[config.mk]
export PLATFORM = sky130hd
export DESIGN_NAME = stepCountTop
export DESIGN_NICKNAME = d
export VERILOG_FILES = /design/src/verilog/scadPkg.sv /design/src/verilog/scad.sv /design/src/verilog/cromStore.sv /design/src/verilog/microSeq.sv /design/src/verilog/wbSlave.sv /design/src/verilog/stepCountTop.sv
export SDC_FILE = /design/constraint.sdc
export NUM_CORES = 1
export LEC_CHECK = 0
export BUFFER_PORTS_ARGS = -buffer_cell sky130_fd_sc_hd__buf_2
export CORE_MARGIN = 4
export CORE_UTILIZATION = 28
export DETAILED_ROUTE_END_ITERATION = 8
export PLACE_DENSITY_LB_ADDON = 0.05
export SETUP_SLACK_MARGIN = 0.5
export SYNTH_ARGS = -nofsm -noshare
export SYNTH_HDL_FRONTEND = slang
export SYNTH_SLANG_ARGS = --single-unit
[constraint.sdc]
create_clock -name clk -period 4.9 [get_ports clk]
set_clock_uncertainty 0.05 [all_clocks]
set_input_delay 0.245 -clock clk [delete_from_list [all_inputs] [get_ports clk]]
set_output_delay 0.245 -clock clk [all_outputs]
set_load 0.005 [all_outputs]
[src/verilog/scadPkg.sv]
////////////////////////////////////////
// Step count adder package
// Word types, mux selectors, ALU functions,
// sequencer states and the microword layout
////////////////////////////////////////

package scadPkg;

   // Step count adder word, SC, FE and result
   typedef logic [9:0]  scadWord_t;
   // Data path word, also the bus data width
   typedef logic [35:0] dpWord_t;
   // Bus word address
   typedef logic [7:0]  wbAdr_t;

   // A input selector
   typedef enum logic [2:0] {
      ASEL_SC    = 3'd0,
      ASEL_SNUM  = 3'd1,
      ASEL_PTR44 = 3'd2,
      ASEL_BYTE1 = 3'd3,
      ASEL_BYTE2 = 3'd4,
      ASEL_BYTE3 = 3'd5,
      ASEL_BYTE4 = 3'd6,
      ASEL_BYTE5 = 3'd7
   } aSel_e;

   // B input selector
   typedef enum logic [1:0] {
      BSEL_FE    = 2'd0,
      BSEL_EXP   = 2'd1,
      BSEL_SHIFT = 2'd2,
      BSEL_SIZE  = 2'd3
   } bSel_e;

   // ALU functions, encoding matches the microcode field
   typedef enum logic [2:0] {
      FUN_A_PLUS_A    = 3'd0,
      FUN_A_OR_B      = 3'd1,
      FUN_A_MINUS_B_1 = 3'd2,
      FUN_A_MINUS_B   = 3'd3,
      FUN_A_PLUS_B    = 3'd4,
      FUN_A_AND_B     = 3'd5,
      FUN_A_MINUS_1   = 3'd6,
      FUN_A           = 3'd7
   } scadFun_e;

   // Microsequencer states
   typedef enum logic [1:0] {
      SEQ_IDLE,
      SEQ_FETCH,
      SEQ_EXEC
   } seqState_e;

   // Microword, 27 bits, fun in the top bits
   typedef struct packed {
      scadFun_e   fun;
      aSel_e      aSel;
      bSel_e      bSel;
      scadWord_t  snum;
      logic       loadSc;
      logic       loadFe;
      logic       dispEn;
      logic       halt;
      // Next address
      logic [4:0] jump;
   } cromWord_t;

   // Register map above the control store window
   localparam wbAdr_t ADR_DP       = 8'h40;
   localparam wbAdr_t ADR_START    = 8'h41;
   localparam wbAdr_t ADR_STATUS   = 8'h42;
   localparam wbAdr_t ADR_READBACK = 8'h43;

endpackage

[src/verilog/scad.sv]
////////////////////////////////////////
// Step count adder
// A and B input muxes, eight-function ALU,
// SC and FE registers and sign dispatch
////////////////////////////////////////

module scad
(
   input  logic               clk,
   input  logic               rst,
   input  logic               clken,
   input  scadPkg::cromWord_t cromWord,
   input  scadPkg::dpWord_t   dp,
   output scadPkg::scadWord_t result,
   output scadPkg::scadWord_t sc,
   output scadPkg::scadWord_t fe,
   output logic               dispScad
);

   import scadPkg::*;

   scadWord_t aIn;
   scadWord_t bIn;
   scadWord_t snum;

   assign snum = cromWord.snum;

   ////////////////////////////////////////
   // A input mux
   ////////////////////////////////////////

   // Byte fields take edge bits from snum or SC
   always_comb
   begin
      aIn = sc;
      case (cromWord.aSel)
         ASEL_SC:    aIn = sc;
         ASEL_SNUM:  aIn = snum;
         // Byte pointer with position 36
         ASEL_PTR44: aIn = {sc[9], 6'o44, dp[29], sc[1:0]};
         ASEL_BYTE1: aIn = {snum[9], dp[35:29], snum[1:0]};
         ASEL_BYTE2: aIn = {sc[9], dp[28:22], sc[1:0]};
         ASEL_BYTE3: aIn = {snum[9], dp[21:15], snum[1:0]};
         ASEL_BYTE4: aIn = {sc[9], dp[14:8], sc[1:0]};
         ASEL_BYTE5: aIn = {snum[9], dp[7:1], snum[1:0]};
      endcase
   end

   ////////////////////////////////////////
   // B input mux
   ////////////////////////////////////////

   always_comb
   begin
      bIn = fe;
      case (cromWord.bSel)
         BSEL_FE:    bIn = fe;
         // Exponent, ones complement for negative words
         BSEL_EXP:   bIn = {2'b00, dp[34:27] ^ {8{dp[35]}}};
         // Shift count, sign extended from bit 17
         BSEL_SHIFT: bIn = {dp[17], dp[17], dp[7:0]};
         // Byte size scaled by 8
         BSEL_SIZE:  bIn = {1'b0, dp[29:24], 3'b000};
      endcase
   end

   ////////////////////////////////////////
   // ALU
   ////////////////////////////////////////

   // Everything wraps at 10 bits
   always_comb
   begin
      result = aIn;
      case (cromWord.fun)
         FUN_A_PLUS_A:    result = aIn + aIn;
         FUN_A_OR_B:      result = aIn | bIn;
         FUN_A_MINUS_B_1: result = aIn - bIn - 10'd1;
         FUN_A_MINUS_B:   result = aIn - bIn;
         FUN_A_PLUS_B:    result = aIn + bIn;
         FUN_A_AND_B:     result = aIn & bIn;
         FUN_A_MINUS_1:   result = aIn - 10'd1;
         FUN_A:           result = aIn;
      endcase
   end

   // SC and FE load at the end of the execute cycle
   always_ff @(posedge clk or posedge rst)
   begin
      if (rst)
      begin
         sc <= '0;
         fe <= '0;
      end
      else if (clken)
      begin
         if (cromWord.loadSc)
            sc <= result;
         if (cromWord.loadFe)
            fe <= result;
      end
   end

   // Sign of the result for microcode branches
   assign dispScad = result[9];

   // Microword from the store must be clean when it executes
   aFieldsKnown : assert property (@(posedge clk) disable iff (rst)
      clken |-> !$isunknown({cromWord.fun, cromWord.aSel, cromWord.bSel}))
      else $error("scad: unknown function or selector during execute");

endmodule

[src/verilog/cromStore.sv]
////////////////////////////////////////
// Writable control store
// Host write and read ports plus a
// registered microword fetch port
////////////////////////////////////////

module cromStore
#(
   parameter int addrWidth = 5
)
(
   input  logic                 clk,
   input  logic                 we,
   input  logic [addrWidth-1:0] wrAdr,
   input  scadPkg::cromWord_t   wrData,
   input  logic [addrWidth-1:0] rdAdr,
   input  logic [addrWidth-1:0] fetchAdr,
   output scadPkg::cromWord_t   rdData,
   output scadPkg::cromWord_t   cromWord
);

   import scadPkg::*;

   localparam int depth = 2 ** addrWidth;

   // Microcode array, contents undefined until loaded
   cromWord_t mem [depth];

   // Host write port
   always_ff @(posedge clk)
   begin
      if (we)
         mem[wrAdr] <= wrData;
   end

   // Host read port, combinational
   assign rdData = mem[rdAdr];

   // Fetch port
   // Address holds through execute so the word stays put
   always_ff @(posedge clk)
   begin
      cromWord <= mem[fetchAdr];
   end

endmodule

[src/verilog/microSeq.sv]
////////////////////////////////////////
// Microsequencer
// Micro-PC, fetch and execute phases,
// jump with sign dispatch, halt to idle
////////////////////////////////////////

module microSeq
#(
   parameter int addrWidth = 5
)
(
   input  logic                 clk,
   input  logic                 rst,
   input  logic                 start,
   input  logic [addrWidth-1:0] startAdr,
   input  scadPkg::cromWord_t   cromWord,
   input  logic                 dispScad,
   output logic [addrWidth-1:0] fetchAdr,
   output logic [addrWidth-1:0] upc,
   output logic                 clken,
   output logic                 running
);

   import scadPkg::*;

   seqState_e            state;
   logic [addrWidth-1:0] nextAdr;

   // Jump field, low bit ORed with the adder sign
   always_comb
   begin
      nextAdr = addrWidth'(cromWord.jump);
      nextAdr[0] = cromWord.jump[0] | (cromWord.dispEn & dispScad);
   end

   // Store is addressed straight from the micro-PC
   assign fetchAdr = upc;

   ////////////////////////////////////////
   // Sequencer FSM
   ////////////////////////////////////////

   always_ff @(posedge clk or posedge rst)
   begin
      if (rst)
      begin
         state   <= SEQ_IDLE;
         upc     <= '0;
         clken   <= 1'b0;
         running <= 1'b0;
      end
      else
      begin
         case (state)
            SEQ_IDLE:
            begin
               // Starts are only taken here
               if (start)
               begin
                  upc     <= startAdr;
                  running <= 1'b1;
                  state   <= SEQ_FETCH;
               end
            end
            SEQ_FETCH:
            begin
               // Store latches the word at this edge
               clken <= 1'b1;
               state <= SEQ_EXEC;
            end
            SEQ_EXEC:
            begin
               clken <= 1'b0;
               if (cromWord.halt)
               begin
                  // Micro-PC keeps the halt address
                  running <= 1'b0;
                  state   <= SEQ_IDLE;
               end
               else
               begin
                  upc   <= nextAdr;
                  state <= SEQ_FETCH;
               end
            end
            default:
            begin
               clken <= 1'b0;
               state <= SEQ_IDLE;
            end
         endcase
      end
   end

   // Slave passes starts only while the sequencer is idle
   aStartIdle : assert property (@(posedge clk) disable iff (rst)
      start |-> state == SEQ_IDLE)
      else $error("microSeq: start while a program runs");

endmodule

[src/verilog/wbSlave.sv]
////////////////////////////////////////
// Wishbone classic slave
// Register map, dp operand register,
// start pulse and read data mux
////////////////////////////////////////

module wbSlave
#(
   parameter int addrWidth = 5
)
(
   input  logic                 clk,
   input  logic                 rst,
   input  logic                 cyc,
   input  logic                 stb,
   input  logic                 we,
   input  scadPkg::wbAdr_t      adr,
   input  scadPkg::dpWord_t     datW,
   output scadPkg::dpWord_t     datR,
   output logic                 ack,
   input  logic                 running,
   input  logic [addrWidth-1:0] upc,
   input  scadPkg::scadWord_t   sc,
   input  scadPkg::scadWord_t   fe,
   input  scadPkg::scadWord_t   result,
   input  scadPkg::cromWord_t   cromRdData,
   output logic                 cromWe,
   output logic [addrWidth-1:0] cromAdr,
   output scadPkg::cromWord_t   cromWrData,
   output scadPkg::dpWord_t     dp,
   output logic                 start,
   output logic [addrWidth-1:0] startAdr
);

   import scadPkg::*;

   logic    req;
   logic    wrReq;
   logic    isCrom;
   dpWord_t rdMux;

   // New request, one idle cycle after each ack
   assign req    = cyc && stb && !ack;
   assign wrReq  = req && we;
   assign isCrom = (adr >> addrWidth) == '0;

   // Control store port
   assign cromAdr    = adr[addrWidth-1:0];
   assign cromWrData = cromWord_t'(datW[$bits(cromWord_t)-1:0]);
   // Store is locked while microcode runs
   assign cromWe     = wrReq && isCrom && !running;

   ////////////////////////////////////////
   // Read data mux
   ////////////////////////////////////////

   always_comb
   begin
      rdMux = '0;
      if (isCrom)
         rdMux = dpWord_t'(cromRdData);
      else if (adr == ADR_DP)
         rdMux = dp;
      else if (adr == ADR_STATUS)
         rdMux = dpWord_t'({upc, running});
      else if (adr == ADR_READBACK)
         rdMux = {6'b000000, result, fe, sc};
   end

   // Ack, dp register and start pulse
   always_ff @(posedge clk or posedge rst)
   begin
      if (rst)
      begin
         ack   <= 1'b0;
         dp    <= '0;
         start <= 1'b0;
      end
      else
      begin
         ack   <= req;
         start <= wrReq && adr == ADR_START && !running;
         if (wrReq && adr == ADR_DP)
            dp <= datW;
      end
   end

   // Read data and start address
   always_ff @(posedge clk)
   begin
      if (req)
         datR <= rdMux;
      if (wrReq && adr == ADR_START && !running)
         startAdr <= datW[addrWidth-1:0];
   end

   // Master keeps the strobe up through the ack cycle
   aAckInCycle : assert property (@(posedge clk) disable iff (rst)
      ack |-> cyc && stb)
      else $error("wbSlave: ack without an active cycle");

endmodule

[src/verilog/stepCountTop.sv]
////////////////////////////////////////
// Step count subsystem top level
// Bus slave, control store, sequencer, adder
////////////////////////////////////////

module stepCountTop
#(
   parameter int addrWidth = 5
)
(
   input  logic             clk,
   input  logic             rst,
   input  logic             cyc,
   input  logic             stb,
   input  logic             we,
   input  scadPkg::wbAdr_t  adr,
   input  scadPkg::dpWord_t datW,
   output scadPkg::dpWord_t datR,
   output logic             ack
);

   import scadPkg::*;

   // Host side
   logic                 cromWe;
   logic [addrWidth-1:0] cromAdr;
   cromWord_t            cromWrData;
   cromWord_t            cromRdData;
   dpWord_t              dp;
   logic                 start;
   logic [addrWidth-1:0] startAdr;
   // Sequencer and adder
   logic [addrWidth-1:0] fetchAdr;
   logic [addrWidth-1:0] upc;
   logic                 clken;
   logic                 running;
   cromWord_t            cromWord;
   scadWord_t            result;
   scadWord_t            sc;
   scadWord_t            fe;
   logic                 dispScad;

   wbSlave #(.addrWidth(addrWidth)) u_wbSlave (
      .clk(clk), .rst(rst), .cyc(cyc), .stb(stb), .we(we),
      .adr(adr), .datW(datW), .datR(datR), .ack(ack),
      .running(running), .upc(upc), .sc(sc), .fe(fe), .result(result),
      .cromRdData(cromRdData), .cromWe(cromWe), .cromAdr(cromAdr),
      .cromWrData(cromWrData), .dp(dp), .start(start), .startAdr(startAdr)
   );

   cromStore #(.addrWidth(addrWidth)) u_cromStore (
      .clk(clk), .we(cromWe), .wrAdr(cromAdr), .wrData(cromWrData),
      .rdAdr(cromAdr), .fetchAdr(fetchAdr), .rdData(cromRdData),
      .cromWord(cromWord)
   );

   microSeq #(.addrWidth(addrWidth)) u_microSeq (
      .clk(clk), .rst(rst), .start(start), .startAdr(startAdr),
      .cromWord(cromWord), .dispScad(dispScad), .fetchAdr(fetchAdr),
      .upc(upc), .clken(clken), .running(running)
   );

   scad u_scad (
      .clk(clk), .rst(rst), .clken(clken), .cromWord(cromWord), .dp(dp),
      .result(result), .sc(sc), .fe(fe), .dispScad(dispScad)
   );

endmodule

# Yosys cells after proc, flatten, opt, wreduce, memory -nomap -nowiden
# Memory sizes are Yosys's and may differ from the RTL's. A register that Yosys moved wholly into a read port is not among the register bits.
# Index checks and enable logic that the tools add are counted.
[word_totals]
mem_count = 1
word_cells = 88
reg_bits = 108
in_bits = 49
mem_bits_rw = 864
out_inout_bits = 37
[memory_table]
columns = ["memory", "words", "word_bits", "rd", "rd_ports_with_merged_regs", "wr", "line_no", "rtl"]
rows = [
  ["u_cromStore.mem", 32, 27, 2, 1, 1, "cromStore.sv:27", "cromWord_t mem [depth];"],
]
[classes]
n_addsub = 5
n_reduce_logical = 20
mux = 19
n_bitwise = 5
eq_ne = 26
[op_table]
columns = ["cell", "count"]
rows = [
  ["one-hot mux 10 bit (8 select lines)", 2],
  ["two-way mux 36 bit", 2],
  ["one-hot mux 10 bit (4 select lines)", 1],
  ["== test 8 x 7 -> 1 bit, second input constant", 4],
  ["two-way mux 30 bit", 1],
  ["two-way mux 27 bit", 1],
  ["== test 3 bit, second input constant", 8],
  ["adder 10 bit", 2],
  ["subtractor 10 x 1 -> 10 bit, second input constant", 2],
  ["== test 3 x 2 -> 1 bit, second input constant", 4],
  ["bitwise AND 10 bit", 1],
  ["two-way mux 5 bit", 2],
  ["bitwise OR 10 bit", 1],
  ["one-hot mux 5 bit (2 select lines)", 1],
  ["subtractor 10 bit", 1],
  ["logical AND 1 bit", 8],
  ["zero test 8 bit", 1],
  ["XOR 8 bit", 1],
  ["== test 2 bit, second input constant", 3],
  ["== test 3 x 1 -> 1 bit, second input constant", 2],
  ["zero test 3 bit", 2],
  ["inequality test 2 bit, second input constant", 3],
  ["one-hot mux 2 bit (3 select lines)", 1],
  ["AND reduction 3 bit", 2],
  ["other kinds (10)", 19],
]

# Logic depth before layout (Yosys ltp)
# Gate-level depths: netlist of run 1.
[logic_depth]
word_depth = 9
depth_mapped = 20

# Hierarchy
# A second synthesis of run 1 with hierarchy kept.
[unflattened]
hier_cells = 3706
area_unflattened_um2 = 50015.5
[modules_own_cells]
columns = ["mod", "instances", "area_per_inst_um2", "cells_per_inst"]
rows = [
  ["cromStore", 1, 41750.0, 2893],
  ["scad", 1, 4210.3, 528],
  ["wbSlave", 1, 3579.7, 245],
  ["microSeq", 1, 475.5, 40],
]

# Worst setup path after synthesis of run 1
# OpenSTA, ideal clock, no wires.
[synth_timing]
path_kind = "flip-flop to flip-flop"
start = "register u_wbSlave.ack"
end = "memory u_cromStore.mem[10][0] in the netlist's numbering, enable pin"
period_less_slack_ns = 4.498
path_buffers = 0
path_stages_with_launch = 6
path_slack_ns = 0.402
arrival_time_ns = 4.037
path_cell_list = "dfrtp_1 > nor2_1 > nand2_1 > nor3_1 > nand3b_1 > nor2_1"
[synth_between]
elab_chain_cells = 7
[synth_lines]
columns = ["element", "line_no", "rtl"]
rows = [
  ["from (decl)", "wbSlave.sv:20", "output logic ack,"],
  ["from (signal assigned)", "wbSlave.sv:81", "ack <= req;"],
  ["zero test 1 bit", "wbSlave.sv:43", "assign req = cyc && stb && !ack;"],
  ["logical AND 1 bit", "wbSlave.sv:43", ""],
  ["named net u_wbSlave.req", "wbSlave.sv:37", "logic req;"],
  ["logical AND 1 bit", "wbSlave.sv:44", "assign wrReq = req && we;"],
  ["logical AND 1 bit (2 in series)", "wbSlave.sv:51", "assign cromWe = wrReq && isCrom && !running;"],
  ["two-way mux 1 bit", "cromStore.sv:32", "if (we)"],
  ["two-way mux 1 bit (implied by the code)", "cromStore.sv:33", "mem[wrAdr] <= wrData;"],
  ["to (decl)", "cromStore.sv:27", ""],
]
# The timed path passes the listed nets, and every way through them passes these cells.

# Worst setup path after layout of run 1
[layout_timing]
start = "register u_wbSlave.dp[35]"
end = "register u_microSeq.upc[0], in the netlist u_microSeq.fetchAdr[0]"
[layout_between]
elab_chain_cells = 9
word_cells_on_any_way = 13
cone_classes = "add/sub (5); mux (5); bitwise (3)"
[layout_lines]
columns = ["element", "line_no", "rtl"]
rows = [
  ["from (decl)", "wbSlave.sv:30", "output scadPkg::dpWord_t dp,"],
  ["from (signal assigned)", "wbSlave.sv:84", "dp <= datW;"],
  ["XOR 8 bit", "scad.sv:59", "BSEL_EXP: bIn = {2'b00, dp[34:27] ^ {8{dp[35]}}};"],
  ["one-hot mux 10 bit (4 select lines)", "scad.sv:56", "case (cromWord.bSel)"],
  ["subtractor 10 bit", "scad.sv:78, scad.sv:79", ""],
  ["subtractor 10 x 1 -> 10 bit", "scad.sv:78", "FUN_A_MINUS_B_1: result = aIn - bIn - 10'd1;"],
  ["one-hot mux 10 bit (8 select lines) *", "scad.sv:75", "case (cromWord.fun)"],
  ["bitwise AND 1 bit *", "microSeq.sv:33", "nextAdr[0] = cromWord.jump[0] | (cromWord.dispEn & dispScad);"],
  ["bitwise OR 1 bit *", "microSeq.sv:33", ""],
  ["two-way mux 5 bit *", "microSeq.sv:74", "if (cromWord.halt)"],
  ["one-hot mux 5 bit (2 select lines) *", "microSeq.sv:54", "case (state)"],
  ["to (signal assigned)", "microSeq.sv:60", "upc <= startAdr;"],
  ["to (signal assigned)", "microSeq.sv:82", "upc <= nextAdr;"],
  ["to (decl)", "microSeq.sv:19", "output logic [addrWidth-1:0] upc,"],
]
# Mark *: on every way between the ends. The rest lies on a longest branch, timed or not. The select of a mux whose other input is x is not followed.
# A chain may end at the register's enable or synchronous reset.

==> flow_summary.yaml, run 1 <==
status:
  status: "finished clean"
sta:
  drv_slew: 0
  holdWs_ns: 0.0430
  tightest_slew_ns: 1.28
  post-route-period-util: 0.861
  rsz0062_at_grt: "false"
  hold_viol: 0
  final.setup.tns_ns: 0
  fmax_ghz: 0.237
  finalSetupViolCount: 0
  setup_slack_ns: 0.683
  slew_headroom: 0.142
  min_period_ns: 4.22
critical_path:
  crit_fanout: 8
  rrSetupSlack_ns: 0.68
  critPathSlowestCell: "mux4_2"
  cp_cell_sequence: "clkbuf_4, xor2_1, mux4_2, a211oi_4, nor3b_2, xnor2_1, a22oi_1, ha_1, a21o_1, nor2_1, a31oi_1, a2111o_1, o211a_1, a211oi_1, a211oi_1"
  crit_family: "compound AO/OA/AOI/OAI gates"
  r2r-end: "u_microSeq.fetchAdr[0]$_DFFE_PP0P_"
  arrival_ns: 4.70
  r2r_cells: 15
  r2r_start: "u_wbSlave.dp[35]$_DFFE_PP0P_"
  required_ns: 5.38
  cp.buffers_inverters: 1
  cpMostUsedCell: "a211oi_1"
  worstSetupPathType: "reg -> reg"
  setup.worst_path.start_class: "flip-flop"
  cp-end-kind: "flip-flop"
  max_stage_delay_ns: 0.55
logic_synthesis:
  synth_top_area_frac: 0.579
  yosys-top-cells-area: "edfxtp_1 (58%), mux4_2 (24%), dfrtp_1 (3.6%)"
  synthesis.nets: 2548
  yosysTopAreaCell: "edfxtp_1"
  ys_seq_elements: 999
  synth_commonest_cells: "edfxtp_1 (905), mux4_2 (494), clkbuf_1 (114)"
  yosysWarnings: 0
  syn_area_per_cell_um2: 19.0
  synth_cell_types: 69
  synth_most_common_cell: "edfxtp_1"
  synth_area_um2: 46900
  async_flop_share: 0.0671
  synthCells: 2463
  synth_edf_count: 905
  synth.yosys.seq_area_share: 0.627
  ys.flop_type: "edfxtp_1"
floorplanning:
  num_io_pins: 86
  die-area_um2: 174000
  fp-row-count: 149
  start_util: 0.283
  core-area_um2: 166000
  die_w_um: 417
  die_h_um: 417
cts:
  cts_root_buffer: "clkbuf_16"
  h-tree-depth: 3
  clockBufferDepth: 3
  cts_buffers: 120
  clk_pin_slew_worst_paths_ns: 0.06
  clk_latency_ns: 0.75
  cts_tree: "done"
  cts_sinks: 999
placed_design:
  gp_congestion: 0.861
  place_ws_ns: 0.108
  io_buffers: 85
  hpwl_mm: 116
routing:
  totalWireLength_mm: 184
  drt_iter0_markers: 2711
  ant_nets: 0
  post_drt_via_cell_ratio: 5.56
  drtPass1Iterations: 5
  vias: 27800
  drcViolationCount: 0
  routedWlPerCell_um: 36.8
global_route:
  antenna_found_initial: 12
  grt_max_degree: 69
  grt_pass1_vias: 28900
  grt_pass1_wl_mm: 251
  grt_usage: 0.209
  grt.overflow.total: 0
layout:
  nNetsFinal: 2787
  fillCellCount: 15600
  drive_gt1_frac: 0.396
  area_delta_synth_final_pct: 19.3
  post-route-util: 0.338
worst_hold_path:
  hold_depth: 1
  hold_start: "datW[13]"
  min_to: "u_cromStore.mem[16][13]$_DFFE_PP_"
  hold_path_class: "in -> reg"
power_and_ir_drop:
  leakagePower_nw: 17.7
  p_per_area_nw_per_um2: 360
  peakVddDrop_v: 0.000264
run:
  cap_violations: 0
## state kept, by name (all words and copies together), names as in the netlist
| name | cells |
|---|---|
| u_cromStore.cromWord | 27 |
| u_wbSlave.start | 1 |
| u_cromStore.mem | 864 |
| u_scad.fe | 10 |
| u_microSeq.clken | 1 |
| u_microSeq.state | 2 |
| u_wbSlave.startAdr | 5 |
| u_microSeq.running | 1 |
| u_microSeq.fetchAdr | 5 |
| u_wbSlave.datR | 36 |
| u_wbSlave.dp | 36 |
| u_wbSlave.ack | 1 |
| u_scad.sc | 10 |
## worst reg2reg max path, cell delays in order (launching register included)
cell and delay (ns):
dfrtp_4 0.54, clkbuf_4 0.20, xor2_1 0.16, mux4_2 0.55, a211oi_4 0.28, nor3b_2 0.22, xnor2_1 0.15, a22oi_1 0.12
ha_1 0.36, a21o_1 0.21, nor2_1 0.14, a31oi_1 0.13, a2111o_1 0.38, o211a_1 0.18, a211oi_1 0.27, a211oi_1 0.08
## timing repair
action / in CTS / in global routing
gates resized for setup: 11 / 33
endpoints found under the hold margin: 625 / 0
hold buffers: 31 / 0
pin swaps: 0 / 7
buffers inserted: 1 / 5
setup endpoints to repair: 16 / 18
## cell usage in the layout, fill, tap and decap left out, drive strengths merged, types with 6 or more instances in the layout
cell / n
inv: 42
nand2: 48
nor3b: 6
nor2b: 9
mux2: 85
dfxtp: 27
o22ai: 10
bufinv: 13
and2: 10
or3: 8
a221oi: 38
a31oi: 30
a22oi: 53
xnor2: 21
nand2b: 11
mux4: 494
ha: 36
dlygate4sd3: 31
edfxtp: 905
o21ai: 45
buf: 262
mux2i: 28
a211oi: 11
nand3: 13
nor2: 89
dfrtp: 67
xor2: 14
clkinv: 50
a22o: 25
a221o: 20
clkbuf: 163
a21oi: 48
nor3: 18
## metal layers
metal / GRT usage / part of all wire
met3: 0.0308 / 0.052
met5: 0 / 0.000071
met4: 0.0495 / 0.022
met1: 0.297 / 0.45
met2: 0.339 / 0.48
## layout make-up
| cell class | count | area [um2] | share of cell area |
|---|---|---|---|
| clock inverter | 68 | 717 | 0.0128 |
| antenna | 2 | 5.00 | 0.0000894 |
| inverter | 42 | 163 | 0.00291 |
| tap | 2189 | 2740 | 0.0490 |
| multi-input combinational | 1245 | 17100 | 0.306 |
| timing repair buffer | 294 | 2470 | 0.0441 |
| clock buffer | 162 | 3340 | 0.0596 |
| sequential | 999 | 29400 | 0.526 |
## worst max path at each step
stage / start / endpoint / slack, ns / cells after the start
global route: u_cromStore.cromWord[21]$_DFF_P_ / u_microSeq.fetchAdr[0]$_DFFE_PP0P_ / 0.50 / 18
detailed placement: u_cromStore.cromWord[21]$_DFF_P_ / u_wbSlave.datR[28]$_SDFFCE_PP0P_ / 0.11 / 17
global placement: u_cromStore.cromWord[21]$_DFF_P_ / u_wbSlave.datR[28]$_SDFFCE_PP0P_ / 0.13 / 17
finish: u_wbSlave.dp[35]$_DFFE_PP0P_ / u_microSeq.fetchAdr[0]$_DFFE_PP0P_ / 0.68 / 15
CTS: u_cromStore.cromWord[19]$_DFF_P_ / u_wbSlave.datR[26]$_DFFE_PP_ / 0.49 / 16
floorplan: u_cromStore.cromWord[22]$_DFF_P_ / u_wbSlave.datR[29]$_SDFFCE_PP0P_ / 0.84 / 16
## kinds of logic (layout without fill, tap and decap cells)
family / Yosys count / in the layout / share of synthesized area
multiplexers: 607 / 607 / 0.264
buffers and inverters: 219 / 566 / 0.0178
AND/OR/NAND/NOR: 239 / 239 / 0.0249
other: 0 / 2 / 0
AO/OA/AOI/OAI: 326 / 326 / 0.0502
XOR/XNOR: 35 / 35 / 0.00654
flip-flops: 999 / 999 / 0.627
adder cells (fa/ha/maj): 38 / 38 / 0.0100
## report_power, final
group          switching, mW  leakage [nW]  internal (mW)
Sequential            0.0979          9.30           9.34
Clock                   3.70          1.98           5.44
Combinational          0.921          6.45          0.614
Total                   4.72          17.7           15.4
## through the flow
| stage | area, um2 | cells | power (mW) |
|---|---|---|---|
| after floorplan | 46900 | 2463 | 10.4 |
| after global placement | 51400 | 4732 | 11.1 |
| after detailed placement | 51400 | 4732 | 11.1 |
| after CTS | 55800 | 4994 | 20.3 |
| after global routing | 55900 | 4999 | 20.8 |
| final | 56000 | 5001 | 20.1 |
No activity file was read; power rests on OpenSTA's default activity.
==> inputs of run 2 (changes only) <==
ABC_AREA = 1   (was default)
CORE_MARGIN = 1.5   (was 4)
==> run 2 against run 1 <==
Cell count is 32% higher; sequential cell count did not move; first-iteration DRC count rose by 69%; non-clock buffer count rose by 6; area after synthesis is 0.42% lower; critical endpoint is now u_wbSlave.datR[28]$_SDFFCE_PP0P_.
==> flow_summary.yaml, run 2 <==
status:
  status: "finished clean"
global_route:
  grt.overflow.total: 0
  grt_pass1_wl_mm: 306
  antenna_found_initial: 21
  grt_pass1_vias: 36700
  grt_max_degree: 111
  grt_usage: 0.257
layout:
  largestRegisters: "u_cromStore.mem (864), u_wbSlave.datR (36), u_wbSlave.dp (36)"
  area_delta_synth_final_pct: 18.0
  finalNonFillerCells: 6597
  largest-register: "u_cromStore.mem"
  final_cell_mix: "edfxtp_1 (905), nor2_1 (523), o21ai_0 (467)"
  layout_commonest_cell: "edfxtp_1"
  fillCellCount: 16600
  largest_reg_flops: 864
  nNetsFinal: 4390
  drive_gt1_frac: 0.135
power_and_ir_drop:
  leakagePower_nw: 18.6
  p_clk_frac: 0.420
  seq_power_share: 0.442
  p_int_mw: 15.6
  peakVddDrop_v: 0.000274
  power_mw: 21.7
  combinationalPowerShare: 0.138
  p_per_area_nw_per_um2: 393
  sw_frac_of_total: 0.280
  p_switching_mw: 6.08
cts:
  h-tree-depth: 3
  cts_sinks: 999
  clockBufferDepth: 3
  cts_root_buffer: "clkbuf_16"
  cts_tree: "done"
  clk_latency_ns: 0.77
  cts_buffers: 121
  clk_pin_slew_worst_paths_ns: 0.06
  post-cts-setup-buffers: 0
logic_synthesis:
  yosys-top-cells-area: "edfxtp_1 (58%), a22oi_1 (6.9%), o21ai_0 (5.0%)"
  yosysWarnings: 0
  ys.flop_type: "edfxtp_1"
  synth_cell_types: 66
  synth_most_common_cell: "edfxtp_1"
  synthesis.nets: 4289
  synth_top_area_frac: 0.582
  synth_edf_count: 905
  synth_area_um2: 46700
  synth.yosys.seq_area_share: 0.629
  synthCells: 4204
  yosysTopAreaCell: "edfxtp_1"
  async_flop_share: 0.0671
  ys_seq_elements: 999
  syn_area_per_cell_um2: 11.1
  synth_commonest_cells: "edfxtp_1 (905), nor2_1 (559), o21ai_0 (467)"
critical_path:
  crit_fanout: 10
  required_ns: 5.36
  cp.buffers_inverters: 3
  crit_start: "u_wbSlave.dp[35]$_DFFE_PP0P_"
  worstSetupPathType: "reg -> reg"
  max_stage_delay_ns: 0.58
  r2r_start: "u_wbSlave.dp[35]$_DFFE_PP0P_"
  crit_family: "simple AND/OR/NAND/NOR gates"
  setup.worst_path.start_class: "flip-flop"
  cpMostUsedCell: "nand2_1"
  cp-end-kind: "flip-flop"
  arrival_ns: 4.32
  cp_cell_sequence: "clkinvlp_4, nand2_1, nand3_2, nor2b_4, ha_1, nand2_1, nand3_1, nand2_1, inv_1, ha_1, inv_1, nand2_1, a21oi_1, o21bai_1, a21oi_1, nand2_1, nand3_1, nand2_1, nand2_1, nand3b_1, nand3_1, nand3b_1, nand2_1, nand2_1"
  critPathSlowestCell: "dfrtp_1"
routing:
  drcViolationCount: 0
  post_drt_via_cell_ratio: 5.79
  totalWireLength_mm: 223
  drt_iter0_markers: 4577
  vias: 38200
  routedWlPerCell_um: 33.8
  drtPass1Iterations: 6
  ant_nets: 0
placed_design:
  hpwl_mm: 135
  gp_congestion: 0.902
  io_buffers: 85
  dp_cells: 6347
sta:
  min_period_ns: 3.87
  drv_slew: 0
  slew_headroom: 0.206
  rsz0062_at_grt: "false"
  final.setup.tns_ns: 0
  finalSetupViolCount: 0
  post-route-period-util: 0.789
  tightest_slew_ns: 1.19
  hold_viol: 0
  fmax_ghz: 0.259
floorplanning:
  num_io_pins: 86
  die_h_um: 411
  die-area_um2: 169000
  core-area_um2: 165000
  start_util: 0.282
  die_w_um: 411
  fp-row-count: 149
worst_hold_path:
  hold_start: "datW[20]"
  hold_path_class: "in -> reg"
run:
  cap_violations: 0
run 2: path summary, 6_finish.rpt:
| check | endpoint | slack (ns) | cells after the start |
|---|---|---|---|
| min | u_cromStore.mem[25][20]$_DFFE_PP_ | 0.03 | 1 |
| min reg2reg | u_microSeq.clken$_DFFE_PP0N_ | 0.42 | 1 |
| min in group asynchronous | u_wbSlave.dp[24]$_DFFE_PP0P_ | 0.07 | 3 |
| max reg2reg | u_wbSlave.datR[28]$_SDFFCE_PP0P_ | 1.03 | 24 |
| max | u_wbSlave.datR[28]$_SDFFCE_PP0P_ | 1.03 | 24 |
| max in group asynchronous | u_microSeq.fetchAdr[1]$_DFFE_PP0P_ | 3.74 | 4 |
run 2: per-stage QoR:
step                      hold slack [ns]  setup slack [ns]  utilization  cell area (um2)
after floorplan                     0.294              1.57            -            46700
after global placement              0.349             0.704        0.308            50900
after detailed placement            0.333             0.746        0.308            50900
after CTS                         0.00182             0.701        0.333            55100
after global routing               0.0459             0.574        0.333            55100
final                              0.0321              1.03        0.333            55100
run 2: routing by layer:
layer | part of all wire | GRT usage | routed length [um]
met1 | 0.45 | 0.365 | 99900
met2 | 0.46 | 0.409 | 102000
met3 | 0.062 | 0.0338 | 13900
met4 | 0.032 | 0.0756 | 7200
met5 | 0.00021 | 0 | 46
run 2: area by class of cell:
cell class	count	area, um2	area share
antenna	2	5.00	0.0000908
clock buffer	147	3210	0.0583
clock inverter	77	731	0.0133
inverter	165	664	0.0121
multi-input combinational	2718	15700	0.286
sequential	999	29400	0.534
tap	2189	2740	0.0497
timing repair buffer	300	2610	0.0474
run 2: power by group through the flow:
stage	logic (mW)	clock network, mW	registers, mW
5_1_grt	3.28	9.61	9.58
3_5_place_dp	2.95	0	9.75
4_1_cts	2.98	9.32	9.58
3_3_place_gp	2.97	0	9.76
2_1_floorplan	1.86	0	9.62
6_report	2.99	9.11	9.58
run 2: logic make-up after synthesis:
kind of cell / after synthesis / synth area share
mux: 6 / 0.00145
compound gates: 1559 / 0.213
fa+ha+maj: 36 / 0.00964
xor+xnor: 10 / 0.00204
buf+inv: 487 / 0.0398
flops: 999 / 0.629
simple gates: 1107 / 0.104
run 2: what timing repair did:
item | in CTS | in global routing
endpoints found under the hold margin | 416 | 0
gates resized for setup | 0 | 6
setup endpoints to repair | 0 | 9
hold buffers | 24 | 0
